File: config.mk
export PLATFORM = sky130hd
export DESIGN_NAME = fm_top
export DESIGN_NICKNAME = d
export VERILOG_FILES = /design/src/fm_pkg.sv /design/src/fm_mmr.sv /design/src/fm_timers.sv /design/src/fm_voice.sv /design/src/fm_top.sv
export VERILOG_INCLUDE_DIRS = /design/src /design/src/include
export SDC_FILE = /design/constraint.sdc
export NUM_CORES = 1
export LEC_CHECK = 0
export BUFFER_PORTS_ARGS = -buffer_cell sky130_fd_sc_hd__buf_2
export CORE_AREA = 5 5 191 193
export CTS_BUF_LIST = sky130_fd_sc_hd__clkbuf_8 sky130_fd_sc_hd__clkbuf_16
export CTS_CLUSTER_SIZE = 10
export DETAILED_ROUTE_END_ITERATION = 7
export DIE_AREA = 0 0 196 198
export GPL_TIMING_DRIVEN = 0
export PLACE_DENSITY = 0.59
export RECOVER_POWER = 100
export SYNTH_ARGS = -nofsm -noshare
export SYNTH_HDL_FRONTEND = slang
export SYNTH_HIERARCHICAL = 1
export SYNTH_SLANG_ARGS = --single-unit
File: constraint.sdc
create_clock -name clk -period 6.1 [get_ports clk]
set_input_delay 0.305 -clock clk [delete_from_list [all_inputs] [get_ports clk]]
set_output_delay 0.305 -clock clk [all_outputs]
set_load 0.01 [all_outputs]
File: src/include/fm_cfg.svh
// FM core configuration: slot timing, busy length, timer B prescale and register map
`ifndef FM_CFG_SVH
`define FM_CFG_SVH

// cen ticks per output sample
`define FM_SLOTS          32

// cen ticks of busy after each accepted data write
`define FM_BUSY_CEN       32

// samples per timer B step
`define FM_TB_PRESCALE    16

// register map
`define FM_REG_KEYON      8'h08
`define FM_REG_CLKA1      8'h10   // value_a[9:2]
`define FM_REG_CLKA2      8'h11   // value_a[1:0] in bits 1:0
`define FM_REG_CLKB       8'h12
`define FM_REG_TIMER_CTRL 8'h14
`define FM_REG_RL         8'h20
`define FM_REG_FREQ_HI    8'h28
`define FM_REG_FREQ_LO    8'h30
`define FM_REG_TL         8'h60
`define FM_REG_AR         8'h80

`endif

File: src/fm_pkg.sv
// FM core package: shared widths, configuration structs and envelope states
`default_nettype none

package fm_pkg;

    typedef logic [7:0]         fm_byte_t;  // bus byte / register value
    typedef logic [9:0]         timer_a_t;
    typedef logic [7:0]         timer_b_t;
    typedef logic [4:0]         slot_t;
    typedef logic [15:0]        phase_t;
    typedef logic [6:0]         level_t;    // 0 silent, 127 full
    typedef logic signed [15:0] sample_t;

    // timer setup as held by the register file
    typedef struct packed {
        timer_a_t value_a;
        timer_b_t value_b;
        logic     load_a;
        logic     load_b;
        logic     irq_en_a;
        logic     irq_en_b;
        logic     clr_a;        // one cen tick
        logic     clr_b;        // one cen tick
    } timer_cfg_t;

    typedef struct packed {
        logic       keyon;
        logic [1:0] rl;         // bit1 left, bit0 right
        phase_t     freq;       // phase increment per sample
        level_t     arate;      // level step per sample, both directions
        logic [3:0] tl;         // attenuation as right shift
    } voice_cfg_t;

    typedef enum logic [1:0] {
        env_idle,
        env_attack,
        env_hold,
        env_release
    } env_state_t;

endpackage

`default_nettype wire

File: src/fm_mmr.sv
// FM register file with chip bus decode, address latch, busy period and slot counter
`timescale 1ns/1ps
`default_nettype none
`include "fm_cfg.svh"

module fm_mmr (
    input  wire                 clk,
    input  wire                 reset,
    input  wire                 cen,
    input  wire                 cs_n,
    input  wire                 wr_n,
    input  wire                 a0,
    input  fm_pkg::fm_byte_t    din,
    output logic                busy,
    output logic                zero,
    output fm_pkg::timer_cfg_t  timer_cfg,
    output fm_pkg::voice_cfg_t  voice_cfg
);

    import fm_pkg::*;

    localparam int    BUSY_W    = $clog2(`FM_BUSY_CEN + 1);
    localparam slot_t LAST_SLOT = slot_t'(`FM_SLOTS - 1);

    logic              bus_wr;
    logic              addr_wr;
    logic              data_wr;
    fm_byte_t          addr;
    logic [BUSY_W-1:0] busy_cnt;
    slot_t             slot;

    assign bus_wr  = !cs_n && !wr_n;
    assign addr_wr = cen && bus_wr && !a0;           // accepted even while busy
    assign data_wr = cen && bus_wr && a0 && !busy;   // dropped while busy

    assign busy = (busy_cnt != '0);

    // address latch
    always_ff @(posedge clk) begin
        if (reset) begin
            addr <= '0;
        end else if (addr_wr) begin
            addr <= din;
        end
    end

    // busy down-counter restarted by any accepted data write
    always_ff @(posedge clk) begin
        if (reset) begin
            busy_cnt <= '0;
        end else if (data_wr) begin
            busy_cnt <= BUSY_W'(`FM_BUSY_CEN);
        end else if (cen && busy) begin
            busy_cnt <= busy_cnt - 1'b1;
        end
    end

    // register file
    always_ff @(posedge clk) begin
        if (reset) begin
            timer_cfg <= '0;
            voice_cfg <= '0;
        end else if (cen) begin
            // clear requests only last one cen tick
            timer_cfg.clr_a <= 1'b0;
            timer_cfg.clr_b <= 1'b0;
            if (data_wr) begin
                case (addr)
                    `FM_REG_KEYON: begin
                        voice_cfg.keyon <= |din[6:3];  // any operator slot bit keys on
                    end
                    `FM_REG_CLKA1: begin
                        timer_cfg.value_a[9:2] <= din;
                    end
                    `FM_REG_CLKA2: begin
                        timer_cfg.value_a[1:0] <= din[1:0];
                    end
                    `FM_REG_CLKB: begin
                        timer_cfg.value_b <= din;
                    end
                    `FM_REG_TIMER_CTRL: begin
                        timer_cfg.load_a   <= din[0];
                        timer_cfg.load_b   <= din[1];
                        timer_cfg.irq_en_a <= din[2];
                        timer_cfg.irq_en_b <= din[3];
                        timer_cfg.clr_a    <= din[4];
                        timer_cfg.clr_b    <= din[5];
                    end
                    `FM_REG_RL: begin
                        voice_cfg.rl <= din[7:6];      // bit7 left and bit6 right
                    end
                    `FM_REG_FREQ_HI: begin
                        voice_cfg.freq[15:8] <= din;
                    end
                    `FM_REG_FREQ_LO: begin
                        voice_cfg.freq[7:0] <= din;
                    end
                    `FM_REG_TL: begin
                        voice_cfg.tl <= din[3:0];
                    end
                    `FM_REG_AR: begin
                        voice_cfg.arate <= din[6:0];
                    end
                    default: begin
                        // unknown address only starts busy
                    end
                endcase
            end
        end
    end

    // slot counter with zero marking the tick after the last slot
    always_ff @(posedge clk) begin
        if (reset) begin
            slot <= '0;
            zero <= 1'b0;
        end else if (cen) begin
            slot <= slot + 1'b1;
            zero <= (slot == LAST_SLOT);
        end
    end

endmodule

`default_nettype wire

File: src/fm_timers.sv
// FM timers: timer A and B up-counters, sticky overflow flags and interrupt
`timescale 1ns/1ps
`default_nettype none
`include "fm_cfg.svh"

module fm_timers (
    input  wire                 clk,
    input  wire                 reset,
    input  wire                 cen,
    input  wire                 zero,
    input  fm_pkg::timer_cfg_t  timer_cfg,
    output logic                flag_a,
    output logic                flag_b,
    output logic                irq_n
);

    import fm_pkg::*;

    localparam int               PRE_W    = $clog2(`FM_TB_PRESCALE);
    localparam logic [PRE_W-1:0] PRE_LAST = PRE_W'(`FM_TB_PRESCALE - 1);

    logic             tick;     // one per sample
    timer_a_t         cnt_a;
    timer_b_t         cnt_b;
    logic [PRE_W-1:0] pre_cnt;
    logic             wrap_a;
    logic             step_b;
    logic             wrap_b;

    assign tick   = cen && zero;
    assign wrap_a = timer_cfg.load_a && tick && (cnt_a == '1);
    assign step_b = timer_cfg.load_b && tick && (pre_cnt == PRE_LAST);
    assign wrap_b = step_b && (cnt_b == '1);

    // timer A, one count per sample
    always_ff @(posedge clk) begin
        if (reset) begin
            cnt_a <= '0;
        end else if (!timer_cfg.load_a || wrap_a) begin
            cnt_a <= timer_cfg.value_a;
        end else if (tick) begin
            cnt_a <= cnt_a + 1'b1;
        end
    end

    // timer B prescaler and counter
    always_ff @(posedge clk) begin
        if (reset) begin
            pre_cnt <= '0;
            cnt_b   <= '0;
        end else if (!timer_cfg.load_b) begin
            pre_cnt <= '0;
            cnt_b   <= timer_cfg.value_b;
        end else if (tick) begin
            pre_cnt <= pre_cnt + 1'b1;   // wraps on its own
            if (wrap_b) begin
                cnt_b <= timer_cfg.value_b;
            end else if (step_b) begin
                cnt_b <= cnt_b + 1'b1;
            end
        end
    end

    // sticky flags, an overflow wins over a clear on the same tick
    always_ff @(posedge clk) begin
        if (reset) begin
            flag_a <= 1'b0;
            flag_b <= 1'b0;
        end else begin
            if (wrap_a) begin
                flag_a <= 1'b1;
            end else if (cen && timer_cfg.clr_a) begin
                flag_a <= 1'b0;
            end
            if (wrap_b) begin
                flag_b <= 1'b1;
            end else if (cen && timer_cfg.clr_b) begin
                flag_b <= 1'b0;
            end
        end
    end

    assign irq_n = !((flag_a && timer_cfg.irq_en_a) || (flag_b && timer_cfg.irq_en_b));

endmodule

`default_nettype wire

File: src/fm_voice.sv
// FM voice: phase accumulator, linear envelope, triangle wave and channel gating
`timescale 1ns/1ps
`default_nettype none

module fm_voice (
    input  wire                 clk,
    input  wire                 reset,
    input  wire                 cen,
    input  wire                 zero,
    input  fm_pkg::voice_cfg_t  voice_cfg,
    output fm_pkg::sample_t     xleft,
    output fm_pkg::sample_t     xright
);

    import fm_pkg::*;

    logic              tick;
    phase_t            phase;
    env_state_t        state;
    level_t            level;
    logic [7:0]        rise_sum;
    logic              rise_full;
    logic              fall_empty;
    logic [7:0]        wave_idx;    // top phase bits
    logic [5:0]        fold;
    logic [6:0]        mag;
    logic signed [7:0] tri_wave;
    logic signed [7:0] level_s;
    sample_t           prod;
    sample_t           scaled;

    assign tick = cen && zero;

    // phase advances once per sample
    always_ff @(posedge clk) begin
        if (reset) begin
            phase <= '0;
        end else if (tick) begin
            phase <= phase + voice_cfg.freq;
        end
    end

    // envelope step helpers
    assign rise_sum   = {1'b0, level} + {1'b0, voice_cfg.arate};
    assign rise_full  = rise_sum[7] || (rise_sum[6:0] == '1) || (voice_cfg.arate == '0);
    assign fall_empty = (level <= voice_cfg.arate) || (voice_cfg.arate == '0);

    // envelope FSM
    always_ff @(posedge clk) begin
        if (reset) begin
            state <= env_idle;
            level <= '0;
        end else if (tick) begin
            unique case (state)
                env_idle: begin
                    if (voice_cfg.keyon) begin
                        state <= env_attack;
                    end
                end
                env_attack: begin
                    if (!voice_cfg.keyon) begin
                        state <= env_release;
                    end else if (rise_full) begin
                        level <= '1;        // saturate
                        state <= env_hold;
                    end else begin
                        level <= rise_sum[6:0];
                    end
                end
                env_hold: begin
                    if (!voice_cfg.keyon) begin
                        state <= env_release;
                    end
                end
                env_release: begin
                    if (voice_cfg.keyon) begin
                        state <= env_attack;  // retrigger from current level
                    end else if (fall_empty) begin
                        level <= '0;
                        state <= env_idle;
                    end else begin
                        level <= level - voice_cfg.arate;
                    end
                end
            endcase
        end
    end

    // triangle from the top 8 phase bits
    // bit7 picks the sign, bit6 the slope direction
    assign wave_idx = phase[15:8];
    assign fold     = wave_idx[6] ? ~wave_idx[5:0] : wave_idx[5:0];
    assign mag      = {fold, fold[5]};                  // 0..127
    assign tri_wave = wave_idx[7] ? -$signed({1'b0, mag}) : $signed({1'b0, mag});

    assign level_s = $signed({1'b0, level});
    assign prod    = tri_wave * level_s;                // fits in 15 bits plus sign
    assign scaled  = prod >>> voice_cfg.tl;

    // gated channel outputs, one update per sample
    always_ff @(posedge clk) begin
        if (reset) begin
            xleft  <= '0;
            xright <= '0;
        end else if (tick) begin
            xleft  <= voice_cfg.rl[1] ? scaled : '0;
            xright <= voice_cfg.rl[0] ? scaled : '0;
        end
    end

endmodule

`default_nettype wire

File: src/fm_top.sv
// FM core top level: chip bus, status byte, timers and single voice with DAC outputs
`timescale 1ns/1ps
`default_nettype none

module fm_top (
    input  wire                 clk,
    input  wire                 reset,
    input  wire                 cen,
    input  wire                 cs_n,
    input  wire                 wr_n,
    input  wire                 a0,
    input  fm_pkg::fm_byte_t    din,
    output fm_pkg::fm_byte_t    dout,
    output logic                irq_n,
    output logic                sample,
    output fm_pkg::sample_t     xleft,
    output fm_pkg::sample_t     xright,
    output logic [15:0]         dacleft,    // offset binary
    output logic [15:0]         dacright
);

    import fm_pkg::*;

    logic       busy;
    logic       zero;
    logic       flag_a;
    logic       flag_b;
    timer_cfg_t timer_cfg;
    voice_cfg_t voice_cfg;

    fm_mmr u_mmr (
        .clk       ( clk       ),
        .reset     ( reset     ),
        .cen       ( cen       ),
        .cs_n      ( cs_n      ),
        .wr_n      ( wr_n      ),
        .a0        ( a0        ),
        .din       ( din       ),
        .busy      ( busy      ),
        .zero      ( zero      ),
        .timer_cfg ( timer_cfg ),
        .voice_cfg ( voice_cfg )
    );

    fm_timers u_timers (
        .clk       ( clk       ),
        .reset     ( reset     ),
        .cen       ( cen       ),
        .zero      ( zero      ),
        .timer_cfg ( timer_cfg ),
        .flag_a    ( flag_a    ),
        .flag_b    ( flag_b    ),
        .irq_n     ( irq_n     )
    );

    fm_voice u_voice (
        .clk       ( clk       ),
        .reset     ( reset     ),
        .cen       ( cen       ),
        .zero      ( zero      ),
        .voice_cfg ( voice_cfg ),
        .xleft     ( xleft     ),
        .xright    ( xright    )
    );

    assign dout     = {busy, 5'b0, flag_b, flag_a};   // status byte
    assign sample   = zero;
    assign dacleft  = {~xleft[15],  xleft[14:0]};
    assign dacright = {~xright[15], xright[14:0]};

endmodule

`default_nettype wire

## Yosys cells after proc, flatten, opt, wreduce, memory -nomap -nowiden

Index checks and enable logic that the tools add are counted.

- Register bits after elaboration: 155
- Logic and storage cells: 153

- $add $sub $neg: 9
- $mul: 1
- Magnitude comparators: 1
- Equal/unequal tests: 26
- Shift operators: 1
- Multiplexer cells: 30
- Bitwise operators: 4
- Reduce and logical (&&, ||, !) cells: 51

Operator list:

| operator | number |
|---|---|
| two-way mux 8 bit | 5 |
| equality test 8 x 5 -> 1 bit (second input constant) | 4 |
| two-way mux 16 bit | 2 |
| AND reduction 3 bit | 10 |
| two-way mux 7 bit | 4 |
| equality test 8 x 6 -> 1 bit (second input constant) | 3 |
| two-way mux 10 bit | 2 |
| two-way mux 6 bit | 3 |
| adder 16 bit | 1 |
| equality test 8 bit (second input constant) | 2 |
| logical AND 1 bit | 16 |
| multiplier 8 x 8 -> 16 bit | 1 |
| two-way mux 2 bit | 8 |
| >>> shifter 16 x 4 -> 16 bit | 1 |
| one-hot mux 7 bit (2 select lines) | 1 |
| adder 10 x 1 -> 10 bit (second input constant) | 1 |
| equality test 10 bit (second input constant) | 1 |
| nonzero test 2 bit | 5 |
| adder 7 x 7 -> 8 bit | 1 |
| adder 8 x 1 -> 8 bit (second input constant) | 1 |
| equality test 8 x 4 -> 1 bit (second input constant) | 1 |
| equality test 8 x 7 -> 1 bit (second input constant) | 1 |
| inequality test 2 bit (second input constant) | 4 |
| negation 7 -> 8 bit | 1 |
| 27 further kinds | 44 |

## Longest topological paths before layout

- Depth in word-level cells: 7
- Depth in mapped cells: 27
- Mapped depth without buffers: 24

## Modules after synthesis

Netlist, hierarchy kept.

Modules (own cells, without submodules):

| module | times used | cells an instance | area an instance (sq um) | seq. area each (sq um) |
|---|---|---|---|---|
| fm_voice | 1 | 866 | 6994.2 | 1141.1 |
| fm_mmr | 1 | 315 | 3166.8 | 1481.4 |
| fm_timers | 1 | 167 | 1448.9 | 480.5 |
| fm_top | 1 | 41 | 296.5 | 0.0 |

## Least setup slack after synthesis

No wires, ideal clock.

- Path type: register -> register
- Start point: register u_voice.phase[8]
- End point: register u_voice.xright[7]
- Arrival time: 6.103 ns
- Setup slack: -0.061 ns
- Cell stages (with the launch flop): 26
- Buffers on the path: 1
- Clock period less this slack: 6.161 ns
- Cell sequence: dfxtp_1 or2_2 o31ai_1 nor2_1 a21oi_1 a21oi_1 xnor2_1 nor2b_1 fa_1 inv_1 fa_1 inv_1 fa_1 inv_1 fa_1 inv_1 ha_1 nor4_1 nor4_4 a21oi_2 or2_1 buf_6 xor2_2 mux4_2 a22oi_2 a22o_1

- Cells in the longest elaborated chain, start to end: 7

Ends and longest elaborated chain:

| what | line | RTL |
|---|---|---|
| from (decl) | fm_voice.sv:18 | `phase_t phase;` |
| from (signal assigned) | fm_voice.sv:39 | `phase <= phase + voice_cfg.freq;` |
| inverter 6 bit | fm_voice.sv:92 | `assign fold = wave_idx[6] ? ~wave_idx[5:0] : wave_idx[5:0];` |
| two-way mux 6 bit (*) | fm_voice.sv:92 |  |
| negation 7 -> 8 bit | fm_voice.sv:94 | `assign tri_wave = wave_idx[7] ? -$signed({1'b0, mag}) : $signed({1'b0, mag});` |
| two-way mux 8 bit (*) | fm_voice.sv:94 |  |
| multiplier 8 x 8 -> 16 bit (*) | fm_voice.sv:97 | `assign prod = tri_wave * level_s;` |
| >>> shifter 16 x 4 -> 16 bit (*) | fm_voice.sv:98 | `assign scaled = prod >>> voice_cfg.tl;` |
| two-way mux 16 bit (*) | fm_voice.sv:107 | `xright <= voice_cfg.rl[0] ? scaled : '0;` |
| to (signal assigned) | fm_voice.sv:107 |  |
| to (decl) | fm_voice.sv:12 | `output fm_pkg::sample_t xright` |

Every way passes the cells marked *; elsewhere a longest branch is shown, timed or not.
A chain may end at the register's enable or synchronous reset.

## Worst setup path in the final report

Ends and elaborated chain as after synthesis.

==> metrics.md <==
| Metric | Value |
|---|---|
| Final period util | `101.6%` |
| Share of the yosys chip area belonging to registers | `between 20% and 30%` |
| Count of warnings emitted by yosys | `6` |
| Clock Sinks | `155` |
| Required time at the endpoint of the critical path | `6.47 ns` |
| Worst Path Buf+Inv | `7` |
| Launching element type of the critical path | `flip-flop` |
| Count of nets left with antenna violations after detail routing | `0` |
| Setup repair after global routing missed its margin | `yes` |
| Slowest stage cell on the critical path | `fa_1` |
| Drt wl/cell | `approximately 16 µm` |
| Post-synthesis cell type count | `96` |
| Routed vias | `10265` |
| Routed Wire Length | `31770 µm` |
| Launch point of the worst reg-to-reg path | `u_voice/phase[8]` |
| First-pass iteration count of the detailed router | `5` |
| CTS clk-pin slew, worst paths | `0.06 ns` |
| Finish-stage setup viols | `14` |
| Number of synthesized register bits | `roughly 160` |
| Clock latency on the worst-skew pair | `0.43 ns` |
| I/O Buffers | `82` |
| Internal reg-to-reg setup slack | `-0.1 ns` |
| Vias in the first global route | `~10000` |
| Leakage | `5.818 nW` |
| Layout cell share with drive strength beyond 1 | `18.33%` |
| Origin of the worst min-delay path | `din[2]` |
| GRT overflow | `0` |
| H-tree level count | `4` |
| Post-layout utilization of the core | `41.36%` |
| Startpoint of the most critical setup path | `u_voice/phase[8]` |
| Area inside the core boundary | `around 34000 µm²` |
| Violations in the final reports | `setup timing` |
| Worst setup margin | `-0.09894 ns` |
| Classification of the worst setup path | `reg -> reg` |
| Cell family with the largest share of critical-path delay | `adder cells` |
| Headroom to the max-slew limit | `about 44%` |
| Clock buffers created by TritonCTS | `17` |
| Worst-case hold slack | `0.1535 ns` |
| Count of pins over their slew limit | `0` |
| IR drop worst, VDD | `0.1889 mV` |
| Area share of the leading cell type in the synthesized netlist | `26.06%` |
| Number of nets at the end of the flow | `1668` |
| Fmax | `~160 MHz` |
| Global router's overall resource usage | `16.07%` |
| Clk Tree Root Cell | `clkbuf_16` |
| Post-route clock skew | `0.009950 ns` |
| Power density of the placed cells | `around 170 nW/µm²` |
| Maximum clock path buffer count | `2` |
| Status | `finished with violations` |
| Min-Delay Path Class | `in -> reg` |
| Minimum clock period after layout | `6.199 ns` |
| Transition time at the pin with the least slew margin | `0.8423 ns` |
| Synth Flop Type | `dfxtp_1` |
| Number of failing hold endpoints at the final stage | `0` |
| DRC violation count after routing | `0` |
| Number of inserted filler cells in the final layout | `between 3000 and 4000` |
| Setup crit end kind | `flip-flop` |
| Worst Path Arrival | `6.57 ns` |
| MaxCap Viol Count | `0` |
| Horizontal die dimension | `about 200 µm` |
| Iteration-0 DRC count of the detailed router | `649` |
| Leading cell types by total area after synthesis | `dfxtp_1 26%, fa_1 8.2%, ha_1 7.7%` |
| Number of flops mapped to enable cells by yosys | `0` |
| Detailed-route vias per instance | `5.135` |
| Syn Std Cell Area | `11910 µm²` |
| Count of mapped cells out of synthesis | `1389` |
| Initial antenna violation count | `0` |
| Clock tree from TritonCTS | `built` |
| Wire length of the first global-routing pass | `51570 µm` |
| Largest area contributor in the netlist | `dfxtp_1` |
| Number of top-level pins | `88` |
| Count of standard-cell rows | `68` |
| Starting Density | `between 30% and 40%` |
| Ant diodes | `0` |
| Largest net degree at the start of global routing | `17` |
| Quantity of hold-fixing buffers added after cts | `0` |
| Total die area | `38810 µm²` |
| HPWL after DPL | `23790 µm` |
| Relative area change from synthesis to final layout | `19.40%` |
| RD Place Congestion | `between 0.9 and 1` |
| Syn avg cell area | `8.572 µm²` |
| Delay of the slowest cell on the worst path | `about 0.52 ns` |
| Max FO, Critical Path | `4` |
| Overall die height | `198 µm` |
| Async SR Flop Fraction | `0%` |
==> where the power goes <==
group / total (mW) / internal (mW) / switching (mW)
Clock: 1.11 / 0.658 / 0.448
Combinational: 0.203 / 0.0802 / 0.123
Sequential: 1.05 / 1.03 / 0.0210
Total: 2.36 / 1.77 / 0.592
==> synthesized netlist by cell type (5+ instances only) <==
cell type and instances:
xnor2_1 30, a31oi_1 13, nor2_1 82, a211oi_1 13
inv_1 128, mux4_2 11, buf_1 7, ha_1 73
buf_4 42, a21oi_1 76, o31ai_1 15, nand3b_1 7
clkbuf_1 38, o21ai_0 41, nor4_1 10, nand4_1 16
or3_1 12, o2111ai_1 6, o32ai_1 6, nand3_1 23
o21a_1 11, nand2_1 135, and4_1 5, mux2i_1 58
nor2b_1 26, and3_1 11, a211oi_2 8, fa_1 49
a22o_1 7, a21o_1 10, nand2b_1 64, nor3b_1 6
xor2_1 19, and2_1 31, nor3_1 34, dfxtp_1 155
o211ai_1 6
==> final timing paths <==
path | endpoint | cells past startpoint
worst max-delay path | u_voice/xright[7] | 26
worst min-delay path | u_mmr/addr[2] | 3
worst max register to register | u_voice/xright[7] | 26
worst min register to register | u_voice/phase[4] | 2
==> state kept, by name (all words and copies together) (netlist names), 5 cells and up <==
signal and flops:
u_voice/level 7, u_mmr/busy_cnt 6, u_mmr/voice_cfg 30, u_mmr/timer_cfg 24
u_voice/phase 16, u_timers/cnt_b 8, u_mmr/addr 8, u_voice/xright 16
u_timers/cnt_a 10, u_voice/xleft 16, u_mmr/slot 5
==> per-layer routing <==
metal  GRT usage [%]  part of all wire [%]  vias to the layer above
li1                -                     -                     5084
met1           21.93                    47                     4884
met2           26.12                    46                      252
met3           2.757                   4.7                       45
met4           5.017                   1.9                        0
met5               0                     0                        -
==> kinds of logic after synthesis <==
group,Yosys count,share of synthesized area (%)
other,1,0.03150
adder cells (fa/ha/maj),122,15.91
multiplexers,73,7.335
AO/OA/AOI/OAI,271,16.04
buffers and inverters,224,8.817
flip-flops,155,26.06
AND/OR/NAND/NOR,493,22.07
XOR/XNOR,50,3.741
==> per-stage QoR <==
stage / cell area, µm² / TNS [ns] / worst slack, ns / cells / total power, mW
floorplan: 11930 / 0 / 0.06854 / 1393 / 1.221
global placement: 12910 / -22.63 / -0.9298 / 1930 / 1.279
detailed placement: 12910 / -24.28 / -0.9753 / 1930 / 1.282
CTS: 14070 / -0.2464 / -0.08056 / 1988 / 2.389
global route: 14220 / -5.516 / -0.3254 / 1999 / 2.454
finish: 14220 / -0.4888 / -0.09894 / 1999 / 2.361
==> layout make-up <==
type | instances | area (µm²) | area share (%)
Buffer | 93 | 520.5 | 3.661
Clock buffer | 18 | 439.2 | 3.089
Clock inverter | 13 | 167.7 | 1.179
Inverter | 128 | 480.5 | 3.380
Multi-Input combinational cell | 1014 | 8245 | 58.00
Sequential cell | 155 | 3110 | 21.88
Tap cell | 455 | 569.3 | 4.005
Timing Repair Buffer | 123 | 683.2 | 4.806
==> worst min-delay path: stages <==
cell     delay (ns)
buf_2          0.12
nand2_1        0.06
a21oi_1        0.05
==> cells in the final DEF, fill, tap and decap left out, types with 8 or more instances in the layout <==
cell type	count
o31ai_1	14
and2_1	29
o21ai_0	31
nand3_1	25
o21a_1	11
inv_1	119
fa_1	46
o21ai_1	9
nor2b_1	22
or3_1	11
buf_4	52
nand2b_1	63
mux2i_1	57
nand4_1	17
clkbuf_1	91
ha_1	67
nand2_1	134
clkbuf_16	17
nor4_1	8
and3_1	9
dfxtp_1	151
mux4_2	11
xor2_1	16
a31oi_1	10
nor2_1	76
clkbuf_4	24
xnor2_1	25
a21oi_1	65
nor3_1	30
a21o_1	10
inv_2	10
buf_2	37
a211oi_1	14
==> repair_timing <==
item / in CTS / in global routing
pin swaps: 43 / 50
gates resized for setup: 71 / 64
setup buffers: 30 / 13
endpoints found under the setup margin: 32 / 30
Power figures use the tool's default switching activity.
